**config.mk**
```make
export PLATFORM = sky130hd
export DESIGN_NAME = cipherSequencer_flat
export DESIGN_NICKNAME = d
export VERILOG_FILES = /design/src/design/enigmaPkg.sv /design/src/design/rotorCtrlIf.sv /design/src/design/cipherSequencer.sv /design/src/flat_wrapper.sv
export SDC_FILE = /design/constraint.sdc
export NUM_CORES = 1
export LEC_CHECK = 0
export BUFFER_PORTS_ARGS = -buffer_cell sky130_fd_sc_hd__buf_2
export CORE_MARGIN = 2
export CORE_UTILIZATION = 41
export CTS_BUF_LIST = sky130_fd_sc_hd__clkbuf_4
export CTS_CLUSTER_DIAMETER = 50
export CTS_CLUSTER_SIZE = 25
export DETAILED_ROUTE_END_ITERATION = 16
export PLACE_DENSITY = 0.86
export SETUP_SLACK_MARGIN = 0.3
export SYNTH_ARGS = -nofsm -noshare
export SYNTH_HDL_FRONTEND = slang
export SYNTH_SLANG_ARGS = --single-unit
```
**constraint.sdc**
```tcl
create_clock -name clk -period 1.2 [get_ports clk]
set_input_delay 0.24 -clock clk [delete_from_list [all_inputs] [get_ports clk]]
set_output_delay 0.24 -clock clk [all_outputs]
set_load 0.1 [all_outputs]
```
**src/design/enigmaPkg.sv**
```systemverilog
// shared definitions for the two-rotor cipher
//   symbol width, rotor depth, load length
//   rotor B group permutation table
//   symbol type and its step-selector view
`default_nettype none

package enigmaPkg;

	localparam int symbolWidth = 6;
	localparam int rotorDepth = 64;
	localparam int loadLength = 128;
	localparam int groupSize = 8;

	// destination slot inside a group, per selector and source slot
	localparam logic [2:0] permTable [0:groupSize-1][0:groupSize-1] = '{
		'{3'd0, 3'd1, 3'd2, 3'd3, 3'd4, 3'd5, 3'd6, 3'd7},
		'{3'd1, 3'd0, 3'd3, 3'd2, 3'd5, 3'd4, 3'd7, 3'd6},
		'{3'd2, 3'd3, 3'd0, 3'd1, 3'd6, 3'd7, 3'd4, 3'd5},
		'{3'd0, 3'd4, 3'd5, 3'd6, 3'd1, 3'd2, 3'd3, 3'd7},
		'{3'd4, 3'd5, 3'd6, 3'd7, 3'd0, 3'd1, 3'd2, 3'd3},
		'{3'd5, 3'd6, 3'd7, 3'd3, 3'd4, 3'd0, 3'd1, 3'd2},
		'{3'd6, 3'd7, 3'd3, 3'd2, 3'd5, 3'd4, 3'd0, 3'd1},
		'{3'd7, 3'd6, 3'd5, 3'd4, 3'd3, 3'd2, 3'd1, 3'd0}
	};

	typedef logic [symbolWidth-1:0] symbol_t;

	// one symbol, read either as a table index or as a step selector
	// rotor A only looks at the low two bits of stepSel
	typedef union packed {
		symbol_t whole;
		struct packed {
			logic [2:0] upper;
			logic [2:0] stepSel;
		} parts;
	} symbolView_u;

endpackage

`default_nettype wire

```
**src/design/rotorCtrlIf.sv**
```systemverilog
// control bundle from the sequencer to both rotors
//   load strobe, address and word, captured mode, step strobe
`timescale 1ns/100ps
`default_nettype none

interface rotorCtrlIf import enigmaPkg::*; ();

	logic loadEn;
	// msb picks rotor B, low bits give the slot
	logic [$clog2(loadLength)-1:0] loadAddr;
	symbol_t loadCode;
	logic decrypt;
	logic step;

	modport sequencer (
		output loadEn, loadAddr, loadCode, decrypt, step
	);

	modport rotor (
		input loadEn, loadAddr, loadCode, decrypt, step
	);

endinterface

`default_nettype wire

```
**src/design/cipherSequencer.sv**
```systemverilog
// cipher sequencer
//   load counter and mode capture at the start of a load
//   code input register with its valid bit
//   output register for the transformed symbol
`timescale 1ns/100ps
`default_nettype none

module cipherSequencer import enigmaPkg::*; (
	input logic clk,
	input logic rst_n,
	input logic inValid,
	input logic codeValid,
	input logic cryptMode,
	input symbol_t code,
	input symbol_t result,
	rotorCtrlIf.sequencer ctrl,
	output symbol_t codeQ,
	output logic outValid,
	output symbol_t outCode
);

	logic [$clog2(loadLength)-1:0] loadCnt;
	logic inValidQ;
	logic decryptQ;
	logic codeValidQ;

	// ##################################################
	// load phase

	// 7-bit counter wraps at 128 on its own
	always_ff @(posedge clk or negedge rst_n) begin
		if (!rst_n) begin
			loadCnt <= '0;
		end else if (inValid) begin
			loadCnt <= loadCnt + 1'b1;
		end else begin
			loadCnt <= '0;
		end
	end

	always_ff @(posedge clk or negedge rst_n) begin
		if (!rst_n) begin
			inValidQ <= 1'b0;
			decryptQ <= 1'b0;
		end else begin
			inValidQ <= inValid;
			// mode only counts on the first word of a load
			if (inValid && !inValidQ) begin
				decryptQ <= cryptMode;
			end
		end
	end

	assign ctrl.loadEn = inValid;
	assign ctrl.loadAddr = loadCnt;
	assign ctrl.loadCode = code;
	assign ctrl.decrypt = decryptQ;

	// ##################################################
	// code phase

	always_ff @(posedge clk or negedge rst_n) begin
		if (!rst_n) begin
			codeQ <= '0;
			codeValidQ <= 1'b0;
		end else begin
			codeValidQ <= codeValid;
			if (codeValid) begin
				codeQ <= code;
			end
		end
	end

	// rotors step on the same edge that captures the result
	assign ctrl.step = codeValidQ;

	// outCode held at zero between symbols
	always_ff @(posedge clk or negedge rst_n) begin
		if (!rst_n) begin
			outValid <= 1'b0;
			outCode <= '0;
		end else begin
			outValid <= codeValidQ;
			outCode <= codeValidQ ? result : '0;
		end
	end

	// load and code phases never overlap on the inputs
	noLoadDuringCode: assert property (
		@(posedge clk) disable iff (!rst_n)
		!(inValid && codeValid)
	) else $error("inValid and codeValid high together");

endmodule

`default_nettype wire

```
**src/flat_wrapper.sv**
```systemverilog
// flat-port wrapper written by rule: the top's interface ports become plain ports
module cipherSequencer_flat import enigmaPkg::*;
  (clk, rst_n, inValid, codeValid, cryptMode, code, result, codeQ, outValid, outCode, ctrl_loadEn, ctrl_loadAddr, ctrl_loadCode, ctrl_decrypt, ctrl_step);
  rotorCtrlIf ctrl_i ();
  input logic clk;
  input logic rst_n;
  input logic inValid;
  input logic codeValid;
  input logic cryptMode;
  input symbol_t code;
  input symbol_t result;
  output symbol_t codeQ;
  output logic outValid;
  output symbol_t outCode;
  output wire logic [$bits(ctrl_i.loadEn)-1:0] ctrl_loadEn;
  output wire logic [$bits(ctrl_i.loadAddr)-1:0] ctrl_loadAddr;
  output wire logic [$bits(ctrl_i.loadCode)-1:0] ctrl_loadCode;
  output wire logic [$bits(ctrl_i.decrypt)-1:0] ctrl_decrypt;
  output wire logic [$bits(ctrl_i.step)-1:0] ctrl_step;
  assign ctrl_loadEn = ctrl_i.loadEn;
  assign ctrl_loadAddr = ctrl_i.loadAddr;
  assign ctrl_loadCode = ctrl_i.loadCode;
  assign ctrl_decrypt = ctrl_i.decrypt;
  assign ctrl_step = ctrl_i.step;
  cipherSequencer u_core (.clk(clk), .rst_n(rst_n), .inValid(inValid), .codeValid(codeValid), .cryptMode(cryptMode), .code(code), .result(result), .ctrl(ctrl_i), .codeQ(codeQ), .outValid(outValid), .outCode(outCode));
endmodule
```
==> flow_summary.json, run 1 <==
{
  "dp_slack_ns": -0.09004,
  "placement.io_buffers": 45,
  "cts-htree-levels": 1,
  "syn_inst": 66,
  "synth_edf_count": 0,
  "synthTopCellsByArea": "dfrtp_1 (64%), mux2_2 (8.8%), and2_1 (7.0%), buf_4 (5.9%), xnor2_1 (2.0%)",
  "synth_most_common_cell": "dfrtp_1",
  "fp.dieH_um": 50.68,
  "ys_seq_elements": 23,
  "clock-root-buffer": "clkbuf_4",
  "error_line": "[ERROR DPL-0033] detailed placement checks failed during check placement.",
  "flow.stopped_at": "global routing (5_1_grt)",
  "floorplan.initialDensity": 0.4463,
  "syn_area_um2": 893.4,
  "antenna_found_initial": 0,
  "synth_top_area_share": 0.6443,
  "cts_buffer_depth": 2,
  "crit_endpoint": "ctrl_loadAddr[0]",
  "synthTopCellsByCount": "dfrtp_1 (23), and2_1 (10), buf_4 (7), mux2_2 (7), nand2_1 (4)",
  "syn_nets": 84,
  "worst-ep-kind": "output port",
  "cts_made_buffers": 3,
  "gp_congestion": 0.6260,
  "synth.distinct_cells": 17,
  "die_width_um": 50.68,
  "row_count": 16,
  "top_level_ports": 46,
  "grt_max_degree": 24,
  "postSynthAreaPerCell_um2": 13.54,
  "synthArstFlopShare": 1.000,
  "status": "stopped before the end",
  "synth_top_area_cell": "dfrtp_1",
  "yosysWarnings": 0,
  "yosysSeqAreaShare": 0.6443,
  "synth_flop_cell": "dfrtp_1",
  "clock-sinks": 23
}
[what timing repair did]
action / 4_1_cts
endpoints found under the setup margin: 30
endpoints found under the hold margin: 23
pin swaps: 1
gates resized for setup: 17
hold buffers: 1
buffers inserted: 9
[through the flow]
stage          hold slack [ns]    util  setup TNS, ns  std cells  area [um2]
3_3_place_gp            0.2308  0.8431      -0.006150        140        1688
4_1_cts                 0.1255  0.9275         -1.249        154        1857
2_1_floorplan         -0.05559       -        -0.4061         66       974.7
3_5_place_dp            0.2360  0.8431       -0.09004        140        1688
[cell families after synthesis]
| logic type | share of synthesized area |
|---|---|
| AO/OA/AOI/OAI | 0.005597 |
| adder cells (fa/ha/maj) | 0.01400 |
| XOR/XNOR | 0.02942 |
| multiplexers | 0.09945 |
| buffers and inverters | 0.06302 |
| AND/OR/NAND/NOR | 0.1443 |
| flip-flops | 0.6443 |
==> inputs of run 2 (changes only) <==
--- a/config.mk
+++ b/config.mk
@@ -6,14 +6,10 @@
 export NUM_CORES = 1
 export LEC_CHECK = 0
 export BUFFER_PORTS_ARGS = -buffer_cell sky130_fd_sc_hd__buf_2
-export CORE_MARGIN = 2
-export CORE_UTILIZATION = 41
-export CTS_BUF_LIST = sky130_fd_sc_hd__clkbuf_4
-export CTS_CLUSTER_DIAMETER = 50
-export CTS_CLUSTER_SIZE = 25
+export CORE_AREA = 2 2 63 65
 export DETAILED_ROUTE_END_ITERATION = 16
-export PLACE_DENSITY = 0.86
-export SETUP_SLACK_MARGIN = 0.3
+export DIE_AREA = 0 0 65 67
+export PLACE_DENSITY_LB_ADDON = 0.15
 export SYNTH_ARGS = -nofsm -noshare
 export SYNTH_HDL_FRONTEND = slang
 export SYNTH_SLANG_ARGS = --single-unit
==> constraint.sdc (replaced) <==
create_clock -name clk -period 1.55 [get_ports clk]
set_input_delay 0.31 -clock clk [delete_from_list [all_inputs] [get_ports clk]]
set_output_delay 0.31 -clock clk [all_outputs]
set_load 0.1 [all_outputs]
==> run 2 against run 1 <==
The flow now finishes without violations. Synthesized area stayed put. Synthesized cell count unchanged.
==> flow_summary.json, run 2 <==
{
  "drtAntennaViolNets": 0,
  "clk_latency_ns": 0.26,
  "overflow": 0,
  "start_kind": "register",
  "cts_tree": "yes",
  "syn_area_um2": 893.4,
  "drtIter0Drc": 17,
  "diodes": 0,
  "grt_max_degree": 24,
  "cp_top_family": "flip-flops",
  "clock-root-buffer": "clkbuf_8",
  "final_hold_viol_count": 0,
  "max-slew-margin-rel": 0.6627,
  "clk_pin_slew_ns": 0.09,
  "top_level_ports": 46,
  "setup_viol": 0,
  "synthTopCellsByCount": "dfrtp_1 (23), and2_1 (10), buf_4 (7), mux2_2 (7), nand2_1 (4)",
  "die_area_um2": 4355,
  "path_class": "reg2out",
  "ys_seq_elements": 23,
  "synth.distinct_cells": 17,
  "layout_commonest_cell": "buf_2",
  "max_stage_delay_ns": 0.44,
  "status": "completed",
  "period_needed_ns": 1.449,
  "viasPerCell": 4.039,
  "maxCapViolCount": 0,
  "synth_most_common_cell": "dfrtp_1",
  "cpMaxStageDelayCell": "dfrtp_4",
  "crit_required_ns": 1.24,
  "syn_to_final_growth_pct": 35.85,
  "finalSetupTns_ns": 0,
  "cp_max_fo": 4,
  "wl_per_cell_um": 10.67,
  "maxSlewViolCount": 0,
  "synth_edf_count": 0,
  "endpoint_kind": "output pin",
  "row_count": 22,
  "placement.io_buffers": 45,
  "fin_nets": 126,
  "clock-sinks": 23,
  "synth_top_area_cell": "dfrtp_1",
  "clock_skew_ns": 0.003821,
  "gp_congestion": 0.6503,
  "drc": 0,
  "cts_made_buffers": 3,
  "ir_worst_vdd_mv": 0.5328,
  "path_cells": "buf_2",
  "power.density_nw_per_um2": 1252,
  "worst_slew_pin_slew_ns": 0.5060,
  "period_share": 0.9349,
  "max_freq_mhz": 690.1,
  "die_width_um": 65,
  "drive_above_1_share": 0.5981,
  "syn_inst": 66,
  "yosysSeqAreaShare": 0.6443,
  "cts_buffer_depth": 2,
  "fp.dieH_um": 67,
  "grt_pass1_wl_mm": 2.780,
  "synth_flop_cell": "dfrtp_1",
  "floorplan.initialDensity": 0.2477,
  "drt-pass1-iter-count": 2,
  "coreArea_um2": 3606,
  "dp_slack_ns": 0.2645,
  "largest_reg_flops": 7,
  "yosysWarnings": 0,
  "synth_top_area_share": 0.6443,
  "postSynthAreaPerCell_um2": 13.54,
  "finalWorstSetupSlack_ns": 0.1009,
  "fillerInstances": 378,
  "cp_num_buf_inv": 1,
  "leakage_uw": 0.0005923,
  "synthArstFlopShare": 1.000,
  "synthTopCellsByArea": "dfrtp_1 (64%), mux2_2 (8.8%), and2_1 (7.0%), buf_4 (5.9%), xnor2_1 (2.0%)",
  "final_cell_mix": "buf_2 (43), dfrtp_1 (17), and2_1 (10)",
  "cts-htree-levels": 1,
  "syn_nets": 84,
  "antenna_found_initial": 0,
  "vias": 626,
  "rsz0062_at_grt": "false",
  "routed_wl_mm": 1.654,
  "grt_pass1_vias": 660,
  "crit_arrival_ns": 1.14,
  "cts_setup_buffers": 0,
  "grt_usage": 0.08466,
  "hp-class": "in2async"
}
## run 2: cell counts after synthesis
Identical to the previous run, type by type.
## run 2: kinds of logic after synthesis
group / Yosys count / synth area share
flops: 23 / 0.6443
xor+xnor: 3 / 0.02942
fa+ha+maj: 1 / 0.01400
mux: 8 / 0.09945
compound gates: 1 / 0.005597
buf+inv: 8 / 0.06302
simple gates: 22 / 0.1443
## run 2: repair_timing
action,in CTS,in global routing
hold buffers,0,0
gates resized for setup,0,1
endpoints found under the setup margin,0,1
## run 2: report_power, final
part | switching, uW | internal (uW) | leakage (uW) | total [uW]
clock | 198 | 182 | 0.0000217 | 380
combinational | 398 | 79.4 | 0.000291 | 477
sequential | 21.5 | 640 | 0.000280 | 662
total | 618 | 901 | 0.000592 | 1520
## run 2: path summary, 6_finish.rpt
kind                                            to               startpoint  depth (start not counted)  slack, ns
max                               ctrl_loadAddr[0]  u_core.ctrl.loadAddr[0]                          1       0.10
min reg2reg                        u_core.outValid         u_core.ctrl.step                          0       0.50
max in group asynchronous  u_core.ctrl.loadAddr[0]                    rst_n                          1       1.16
min in group clk                  u_core.ctrl.step                codeValid                          1       0.25
min                        u_core.ctrl.loadAddr[6]                    rst_n                          1      0.001
max reg2reg                u_core.ctrl.loadAddr[6]  u_core.ctrl.loadAddr[0]                          4       0.26
## run 2: routing by layer
metal  track usage  vias to the layer above  part of all wire
met1       0.08966                      305              0.40
met3       0.03041                        2             0.085
met5             0                        -                 0
li1              -                      289                 -
met2        0.1534                       30              0.50
met4       0.03191                        0            0.0085
## run 2: stage by stage
step	util	area, um2	std cells	power (uW)	hold slack [ns]
after floorplan	-	918.4	66	1071	0.01441
after global placement	0.3223	1162	151	1153	0.3164
after detailed placement	0.3223	1162	151	1157	0.3210
after CTS	0.3359	1211	155	1546	0.02432
after global routing	0.3366	1214	155	1596	0.03317
final	0.3366	1214	155	1519	0.001374
## run 2: cell type report
class | instances | area (um2) | share of cell area
Timing Repair Buffer | 45 | 242.7 | 0.2000
Multi-Input combinational cell | 35 | 274.0 | 0.2258
Clock inverter | 1 | 7.507 | 0.006186
Tap cell | 48 | 60.06 | 0.04948
Sequential cell | 23 | 588.1 | 0.4845
Clock buffer | 3 | 41.29 | 0.03402
No activity file was read; power rests on OpenSTA's default activity.
