===== src/design/enigmaPkg.sv =====
// shared definitions for the two-rotor cipher
//   symbol width, rotor depth, load length
//   rotor B group permutation table
//   symbol type and its step-selector view
`default_nettype none

package enigmaPkg;

	localparam int symbolWidth = 6;
	localparam int rotorDepth = 64;
	localparam int loadLength = 128;
	localparam int groupSize = 8;

	// destination slot inside a group, per selector and source slot
	localparam logic [2:0] permTable [0:groupSize-1][0:groupSize-1] = '{
		'{3'd0, 3'd1, 3'd2, 3'd3, 3'd4, 3'd5, 3'd6, 3'd7},
		'{3'd1, 3'd0, 3'd3, 3'd2, 3'd5, 3'd4, 3'd7, 3'd6},
		'{3'd2, 3'd3, 3'd0, 3'd1, 3'd6, 3'd7, 3'd4, 3'd5},
		'{3'd0, 3'd4, 3'd5, 3'd6, 3'd1, 3'd2, 3'd3, 3'd7},
		'{3'd4, 3'd5, 3'd6, 3'd7, 3'd0, 3'd1, 3'd2, 3'd3},
		'{3'd5, 3'd6, 3'd7, 3'd3, 3'd4, 3'd0, 3'd1, 3'd2},
		'{3'd6, 3'd7, 3'd3, 3'd2, 3'd5, 3'd4, 3'd0, 3'd1},
		'{3'd7, 3'd6, 3'd5, 3'd4, 3'd3, 3'd2, 3'd1, 3'd0}
	};

	typedef logic [symbolWidth-1:0] symbol_t;

	// one symbol, read either as a table index or as a step selector
	// rotor A only looks at the low two bits of stepSel
	typedef union packed {
		symbol_t whole;
		struct packed {
			logic [2:0] upper;
			logic [2:0] stepSel;
		} parts;
	} symbolView_u;

endpackage

`default_nettype wire


===== src/design/rotorCtrlIf.sv =====
// control bundle from the sequencer to both rotors
//   load strobe, address and word, captured mode, step strobe
`timescale 1ns/100ps
`default_nettype none

interface rotorCtrlIf import enigmaPkg::*; ();

	logic loadEn;
	// msb picks rotor B, low bits give the slot
	logic [$clog2(loadLength)-1:0] loadAddr;
	symbol_t loadCode;
	logic decrypt;
	logic step;

	modport sequencer (
		output loadEn, loadAddr, loadCode, decrypt, step
	);

	modport rotor (
		input loadEn, loadAddr, loadCode, decrypt, step
	);

endinterface

`default_nettype wire


===== src/design/shiftRotor.sv =====
// rotor A
//   64-entry storage, loaded from the first half of a load
//   forward lookup and reverse search
//   right rotation by 0..3 after each symbol
`timescale 1ns/100ps
`default_nettype none

module shiftRotor import enigmaPkg::*; (
	input logic clk,
	input logic rst_n,
	rotorCtrlIf.rotor ctrl,
	input symbol_t codeQ,
	input symbol_t backB,
	output symbol_t fwdA,
	output symbol_t result
);

	symbol_t rotor [rotorDepth];
	symbol_t rotated [rotorDepth];
	symbolView_u stepView;
	logic [1:0] shiftAmt;
	logic loadHere;

	// rotor A owns the lower half of the load address space
	assign loadHere = ctrl.loadEn && !ctrl.loadAddr[$clog2(loadLength)-1];

	// ##################################################
	// lookups

	assign fwdA = rotor[codeQ];

	// inverse: slot holding backB
	always_comb begin
		result = '0;
		for (int i = 0; i < rotorDepth; i++) begin
			if (rotor[i] == backB) begin
				result = symbol_t'(i);
			end
		end
	end

	// ##################################################
	// stepping

	// encrypt steps on our own output, decrypt on rotor B's inverse
	assign stepView.whole = ctrl.decrypt ? backB : fwdA;
	assign shiftAmt = stepView.parts.stepSel[1:0];

	always_comb begin
		symbol_t src;
		for (int i = 0; i < rotorDepth; i++) begin
			// 6-bit subtraction wraps around the rotor
			src = symbol_t'(i) - symbol_t'(shiftAmt);
			rotated[i] = rotor[src];
		end
	end

	always_ff @(posedge clk or negedge rst_n) begin
		if (!rst_n) begin
			for (int i = 0; i < rotorDepth; i++) begin
				rotor[i] <= '0;
			end
		end else if (loadHere) begin
			rotor[ctrl.loadAddr[symbolWidth-1:0]] <= ctrl.loadCode;
		end else if (ctrl.step) begin
			rotor <= rotated;
		end
	end

	// a symbol in flight must not meet a load word
	noStepDuringLoad: assert property (
		@(posedge clk) disable iff (!rst_n)
		!(ctrl.step && ctrl.loadEn)
	) else $error("rotor step and load in the same cycle");

endmodule

`default_nettype wire


===== src/flat_wrapper.sv =====
// flat-port wrapper written by rule: the top's interface ports become plain ports
module shiftRotor_flat import enigmaPkg::*;
  (clk, rst_n, codeQ, backB, fwdA, result, ctrl_loadEn, ctrl_loadAddr, ctrl_loadCode, ctrl_decrypt, ctrl_step);
  rotorCtrlIf ctrl_i ();
  input logic clk;
  input logic rst_n;
  input symbol_t codeQ;
  input symbol_t backB;
  output symbol_t fwdA;
  output symbol_t result;
  input wire logic [$bits(ctrl_i.loadEn)-1:0] ctrl_loadEn;
  input wire logic [$bits(ctrl_i.loadAddr)-1:0] ctrl_loadAddr;
  input wire logic [$bits(ctrl_i.loadCode)-1:0] ctrl_loadCode;
  input wire logic [$bits(ctrl_i.decrypt)-1:0] ctrl_decrypt;
  input wire logic [$bits(ctrl_i.step)-1:0] ctrl_step;
  assign ctrl_i.loadEn = ctrl_loadEn;
  assign ctrl_i.loadAddr = ctrl_loadAddr;
  assign ctrl_i.loadCode = ctrl_loadCode;
  assign ctrl_i.decrypt = ctrl_decrypt;
  assign ctrl_i.step = ctrl_step;
  shiftRotor u_core (.clk(clk), .rst_n(rst_n), .ctrl(ctrl_i), .codeQ(codeQ), .backB(backB), .fwdA(fwdA), .result(result));
endmodule

===== config.mk =====
export PLATFORM = sky130hd
export DESIGN_NAME = shiftRotor_flat
export DESIGN_NICKNAME = d
export VERILOG_FILES = /design/src/design/enigmaPkg.sv /design/src/design/rotorCtrlIf.sv /design/src/design/shiftRotor.sv /design/src/flat_wrapper.sv
export SDC_FILE = /design/constraint.sdc
export NUM_CORES = 2
export LEC_CHECK = 0
export BUFFER_PORTS_ARGS = -buffer_cell sky130_fd_sc_hd__buf_2
export CAP_MARGIN = 20
export CORE_MARGIN = 1
export CORE_UTILIZATION = 55
export CTS_CLUSTER_DIAMETER = 100
export DETAILED_ROUTE_END_ITERATION = 7
export MAX_ROUTING_LAYER = met4
export PLACE_DENSITY = 0.7
export SYNTH_ARGS = -nofsm -noshare
export SYNTH_HDL_FRONTEND = slang
export SYNTH_SLANG_ARGS = --single-unit

===== constraint.sdc =====
create_clock -name clk -period 10.55 [get_ports clk]
set_input_delay 0.5275 -clock clk [delete_from_list [all_inputs] [get_ports clk]]
set_output_delay 0.5275 -clock clk [all_outputs]
set_load 0.02 [all_outputs]

# Word-level counts from Yosys, hierarchy flattened
# Index checks and enable logic that the tools add are counted.
word_totals:
  register_bits: 384
  input_bits: 30
  output_inout_bits: 12
  wordCells: 592
op_classes:
  n_addsub: 64
  order_cmp: 67
  n_eq_ne: 63
  n_mux: 264
  bitwise_logic: 66
  reduce_logical: 4
op_table:
  columns: ["operator", "n"]
  rows:
  - ["binary-select mux 6 bit (select 6 bit)", 65]
  - ["2-to-1 mux 6 bit", 193]
  - ["2-to-1 mux 384 bit", 2]
  - ["greater-or-equal comparator 7 bit (second input constant)", 66]
  - ["NOT 6 -> 7 bit", 66]
  - ["bitwise mux 384 bit", 1]
  - ["== test 6 bit", 63]
  - ["subtractor 5 x 2 -> 6 bit (first input constant)", 16]
  - ["subtractor 6 x 2 -> 6 bit (first input constant)", 16]
  - ["subtractor 5 x 3 -> 6 bit (first input constant)", 8]
  - ["subtractor 4 x 2 -> 5 bit (first input constant)", 8]
  - ["demux 6 bit (select 6 bit)", 1]
  - ["subtractor 4 x 3 -> 5 bit (first input constant)", 4]
  - ["subtractor 3 x 2 -> 4 bit (first input constant)", 4]
  - ["subtractor 3 x 3 -> 4 bit (first input constant)", 2]
  - ["less-than comparator 7 x 1 -> 1 bit (second input constant)", 1]
  - ["subtractor 1 x 2 -> 3 bit (first input constant)", 2]
  - ["subtractor 2 x 2 -> 3 bit (first input constant)", 2]
  - ["subtractor 1 x 3 -> 4 bit (first input constant)", 1]
  - ["subtractor 2 x 3 -> 4 bit (first input constant)", 1]
  - ["logical AND 1 bit", 2]
  - ["2-to-1 mux 2 bit", 1]
  - ["nonzero test 2 bit", 1]
  - ["logical NOT 1 bit", 1]
  - ["2-to-1 mux 1 bit", 1]

# Logic depth before layout (Yosys ltp)
depth:
  ltp_word: 64
  mapped_depth: 19
  ltp_nobuf: 10

# Least setup slack after synthesis
# OpenSTA, ideal clock, no wires.
synth_path:
  kind: "input port to flip-flop"
  startpoint: "input codeQ[0]"
  endpoint: "register u_core.rotor[166] in the netlist's numbering"
  setup_ps: 126
  arrival_time_ps: 4527
  t_required_ps: 10424
  setup_slack_ps: 5897
  cell_stages: 18
  n_path_buf: 9
  path_cell_list: "buf_2 -> buf_6 -> buf_6 -> mux4_2 -> mux4_2 -> mux2i_1 -> nand2_1 -> o21ai_1 -> o21a_1 -> buf_4 -> buf_2 -> clkbuf_1 -> ha_1 -> clkbuf_1 -> clkbuf_1 -> buf_1 -> mux2i_1 -> a221o_1"
synth_via:
  elab_chain_len: 12
synth_lines:
  columns: ["element", "line", "rtl"]
  rows:
  - ["start, declared", "flat_wrapper.sv:7", "input symbol_t codeQ;"]
  - ["NOT 6 -> 7 bit (implied by the code)", "shiftRotor.sv:30", "assign fwdA = rotor[codeQ];"]
  - ["binary-select mux 6 bit (select 6 bit)", "shiftRotor.sv:30", null]
  - ["2-to-1 mux 6 bit (implied by the code) (2 in a row)", "shiftRotor.sv:30", null]
  - ["2-to-1 mux 2 bit", "shiftRotor.sv:46", "assign stepView.whole = ctrl.decrypt ? backB : fwdA;"]
  - ["subtractor 6 x 2 -> 6 bit", "shiftRotor.sv:53", "src = symbol_t'(i) - symbol_t'(shiftAmt);"]
  - ["NOT 6 -> 7 bit (implied by the code)", "shiftRotor.sv:54", "rotated[i] = rotor[src];"]
  - ["binary-select mux 6 bit (select 6 bit)", "shiftRotor.sv:54", null]
  - ["2-to-1 mux 6 bit (implied by the code) (2 in a row)", "shiftRotor.sv:54", null]
  - ["2-to-1 mux 384 bit", "shiftRotor.sv:65", "end else if (ctrl.step) begin"]
  - ["2-to-1 mux 384 bit", "shiftRotor.sv:63", "end else if (loadHere) begin"]
  - ["end signal, assigned by index", "shiftRotor.sv:64", "rotor[ctrl.loadAddr[symbolWidth-1:0]] <= ctrl.loadCode;"]
  - ["end signal, assigned", "shiftRotor.sv:66", "rotor <= rotated;"]
  - ["end, declared", "shiftRotor.sv:18", "symbol_t rotor [rotorDepth];"]
# Every way passes these cells. The select of a mux whose other input is x is not followed.
# A chain may end at the register's enable or synchronous reset.

# Worst setup path after layout
layout_path:
  startpoint: "input codeQ[1]"
  endpoint: "register u_core.rotor[274] in the netlist's numbering"
layout_via:
  elab_chain_len: 12
layout_lines:
  columns: ["element", "line"]
  rows:
  - ["NOT 6 -> 7 bit (implied by the code)", "shiftRotor.sv:30"]
  - ["binary-select mux 6 bit (select 6 bit)", "shiftRotor.sv:30"]
  - ["2-to-1 mux 6 bit (implied by the code) (2 in a row)", "shiftRotor.sv:30"]
  - ["2-to-1 mux 2 bit", "shiftRotor.sv:46"]
  - ["subtractor 5 x 2 -> 6 bit", "shiftRotor.sv:53"]
  - ["NOT 6 -> 7 bit (implied by the code)", "shiftRotor.sv:54"]
  - ["binary-select mux 6 bit (select 6 bit)", "shiftRotor.sv:54"]
  - ["2-to-1 mux 6 bit (implied by the code) (2 in a row)", "shiftRotor.sv:54"]
  - ["2-to-1 mux 384 bit", "shiftRotor.sv:65"]
  - ["2-to-1 mux 384 bit", "shiftRotor.sv:63"]
# Every way passes these cells. The select of a mux whose other input is x is not followed.

==> results.md <==
* CP Launch Type: input port
* Sequential Area at between 9000 and 10000 sq um
* Synth Flop Type: dfrtp_1
* Post-layout net count at around 3700
* Max Transition Viols Final at 0
* Global-route wire length before repair at slightly above 200000 um
* Post-Route WL at 135000 um
* FMAX at 160 MHz
* Max stage delay cell, worst path: o21a_4
* Cell Area, Synth at 35300 sq um
* Remaining antenna violation count at 0
* Worst Path Required at 11.10 ns
* Routed vias at approximately 34000
* DIE AREA at 65100 sq um
* Share of the synthesized area in the top cell type at 0.272
* Reg power frac at 0.365
* Setup slack, reg-to-reg at just over 5 ns
* Layout Skew at 0.0344 ns
* Yosys reg bits at 384
* R2r endpoint: u_core.rotor[274]$_DFFE_PN0P_
* Setup TNS Final at 0 ns
* Clock transition at the registers of the reported paths at 0.06 ns
* Total leakage power at roughly 17 nW
* Fill count at 5540
* Area growth, synth to finish at 4.99%
* CP Cell Sequence: buf_4, buf_4, mux4_2, mux4_2, mux2_2, o21ai_1, o21a_4, inv_6, ha_1, nor2_4, buf_4, buf_4, a221o_1
* Top post-synthesis cells by area: dfrtp_1, mux2i_1, mux4_2
* Initial antenna violation count at 3
* Min Hold Slack at 0.514 ns
* Largest net degree at the start of global routing at about 160
* Mapped Cells at 3893
* Detailed Routing Iterations Pass 1 at 7
* GRT overflow at 0
* Min-Delay Path Class: input port to async pin
* Chip width at 255 um
* Worst skew pair latency at 0.62 ns
* Vias in the first global route at ~32000
* RSZ-0062 raised after global routing: false
* Slowest stage delay, CP at 0.75 ns
* Post-synth ARST share at 1.00
* Tcrit/Tclk final at 0.593
* Avg WL per Cell at 29.8 um
* Slew margin rel. at 0.139
* Comb pwr share at 0.463
* Die Height at about 260 um
* Largest register FFs at 384
* Initial DRC count at 5150
* Biggest register: u_core.rotor
* Final-report hold violation count at 0
* Number of max-cap violations at 0
* Synth unique cells at 57
* Yosys warns at 0
* Syn Nets at 3925
* CTS Buf Count at 48
* R2r startpoint: u_core.rotor[307]$_DFFE_PN0P_
* Number of enable flip-flop cells after synthesis at 0
* Pwr/cell area at ~270 nW/um^2
* Tmin final at approximately 6.3 ns
* Global placement routability congestion at 0.988
* Clk sinks at around 380
* Int Power at 5.16 mW
* Reg2Reg Depth at 11
* Core region area at approximately 63000 sq um
* CTS tree: yes
* Largest regs: u_core.rotor: 384 flops
* Pre-CTS setup slack at 3.81 ns
* Final setup margin at roughly 4.3 ns
* Kind of critical path: input port to register
* VDD IR max at 168 uV
* Drt via density at 7.48
* Syn_area_per_cell at 9.06 sq um
* Post-CTS Setup Repair Bufs at 0
* Post-CTS sizing at 0
* Initial Util at 0.558
* # setup viols final at 0
* # IOs at 42
* Clock power share at 0.173
* Layout cells sized above 1 at 0.0806
* Rows at 92
* Hold_buf cts at 1
* Most used cell, CP: buf_4
* WP data arrival at between 6 and 7 ns
* Crit. End Element: register
* DRC viols at 0
* Area of the multi-input gates at 24100 sq um
* Count of input and output buffers at 41
* Root buf cell: clkbuf_16
* GRT Total Usage at 0.423
* H-tree levels at 2
* Switch share at 0.476
* Worst Tran Pin Value at 1.29 ns
* Post-DP HPWL at 84600 um
* Psw at about 4.7 mW
* Critical path peak fanout at 56
* Sequential element share of the synthesized area at 0.272
* Clock tree buffer depth at 3
* Synth area leader: dfrtp_1
* Status: complete, no violations
-- critical path, delay by kind of cell --
kind                     cells  cell delay [ns]
buffers and inverters        5             2.97
multiplexers                 3             1.31
AO/OA/AOI/OAI                3             1.26
adder cells (fa/ha/maj)      1             0.38
AND/OR/NAND/NOR              1             0.11
-- stage by stage --
stage,area [sq um],cells,util,total power [mW]
detailed placement,35400,4432,0.561,7.91
global route,37000,4521,0.586,10.2
global placement,35400,4432,0.561,7.83
finish,37000,4522,0.586,9.85
floorplan,35300,3893,-,6.29
CTS,37000,4518,0.586,9.62
-- cell usage in the layout, fill, tap and decap left out, types with 43 or more instances in the layout --
cell type    n
xor2_1     216
a311oi_1   197
a22o_1     165
and3_1     195
mux2i_1    583
nand3_1     43
nand2_1    439
o21ai_0    176
mux4_2     117
xnor2_1    162
nor2_1     176
clkbuf_16   50
a21oi_1     63
dfrtp_1    384
a221o_1    192
buf_4       50
o21ai_1    197
-- Yosys cell counts (all sizes together), types with 9 or more instances --
library cell	count
a21oi	63
a221o	192
a22o	165
a311oi	197
and3	197
buf	104
clkbuf	289
dfrtp	384
inv	15
mux2i	583
mux4	117
nand2	441
nand3	43
nand3b	9
nand4	29
nor2	179
nor2b	11
nor3	24
nor4	40
o21ai	373
xnor2	162
xor2	216
-- cell type report --
| type | count | area share |
|---|---|---|
| flip-flops and latches | 384 | 0.260 |
| repair buffers | 88 | 0.0171 |
| clock inverters | 5 | 0.00166 |
| diodes | 3 | 0.000203 |
| clock buffers | 80 | 0.0406 |
| well taps | 846 | 0.0286 |
| inverters | 15 | 0.00166 |
| multi-input cells | 3101 | 0.651 |
-- how the worst max path moves through the flow --
| stage | startpoint | endpoint | slack, ns | depth (start not counted) |
|---|---|---|---|---|
| final | codeQ[1] | u_core.rotor[274]$_DFFE_PN0P_ | 4.30 | 13 |
| after global routing | codeQ[0] | u_core.rotor[274]$_DFFE_PN0P_ | 4.11 | 14 |
| after CTS | codeQ[0] | u_core.rotor[274]$_DFFE_PN0P_ | 4.41 | 14 |
| after detailed placement | codeQ[0] | u_core.rotor[274]$_DFFE_PN0P_ | 3.81 | 14 |
| after global placement | codeQ[0] | u_core.rotor[286]$_DFFE_PN0P_ | 3.85 | 12 |
| after floorplan | codeQ[0] | u_core.rotor[166]$_DFFE_PN0P_ | 5.90 | 18 |
-- per-layer routing --
layer,track usage,vias up,wire length (um)
li1,-,14300,-
met1,0.563,16600,52200
met2,0.619,2496,59200
met3,0.0882,445,16400
met4,0.187,0,6830
met5,-,-,0
-- kinds of logic (layout without fill, tap and decap cells) --
logic type,count (synthesis),count (layout),share of synthesized area
AOI/OAI and AO/OA,1024,1024,0.214
and+or+nand+nor,994,994,0.131
muxes,703,703,0.241
buffers and inverters,408,188,0.0470
DFF,384,384,0.272
xor gates and xnor gates,378,378,0.0939
adders and majority gates,2,2,0.000709
other,0,3,0
-- power groups by stage --
stage	clock [mW]	combinational, mW	sequential, mW
2_1_floorplan	0	3.39	2.90
3_5_place_dp	0	4.41	3.50
4_1_cts	1.70	4.44	3.48
6_report	1.70	4.56	3.59
3_3_place_gp	0	4.33	3.50
5_1_grt	1.74	4.85	3.62
Note: power is estimated with default switching activity, not from simulation.
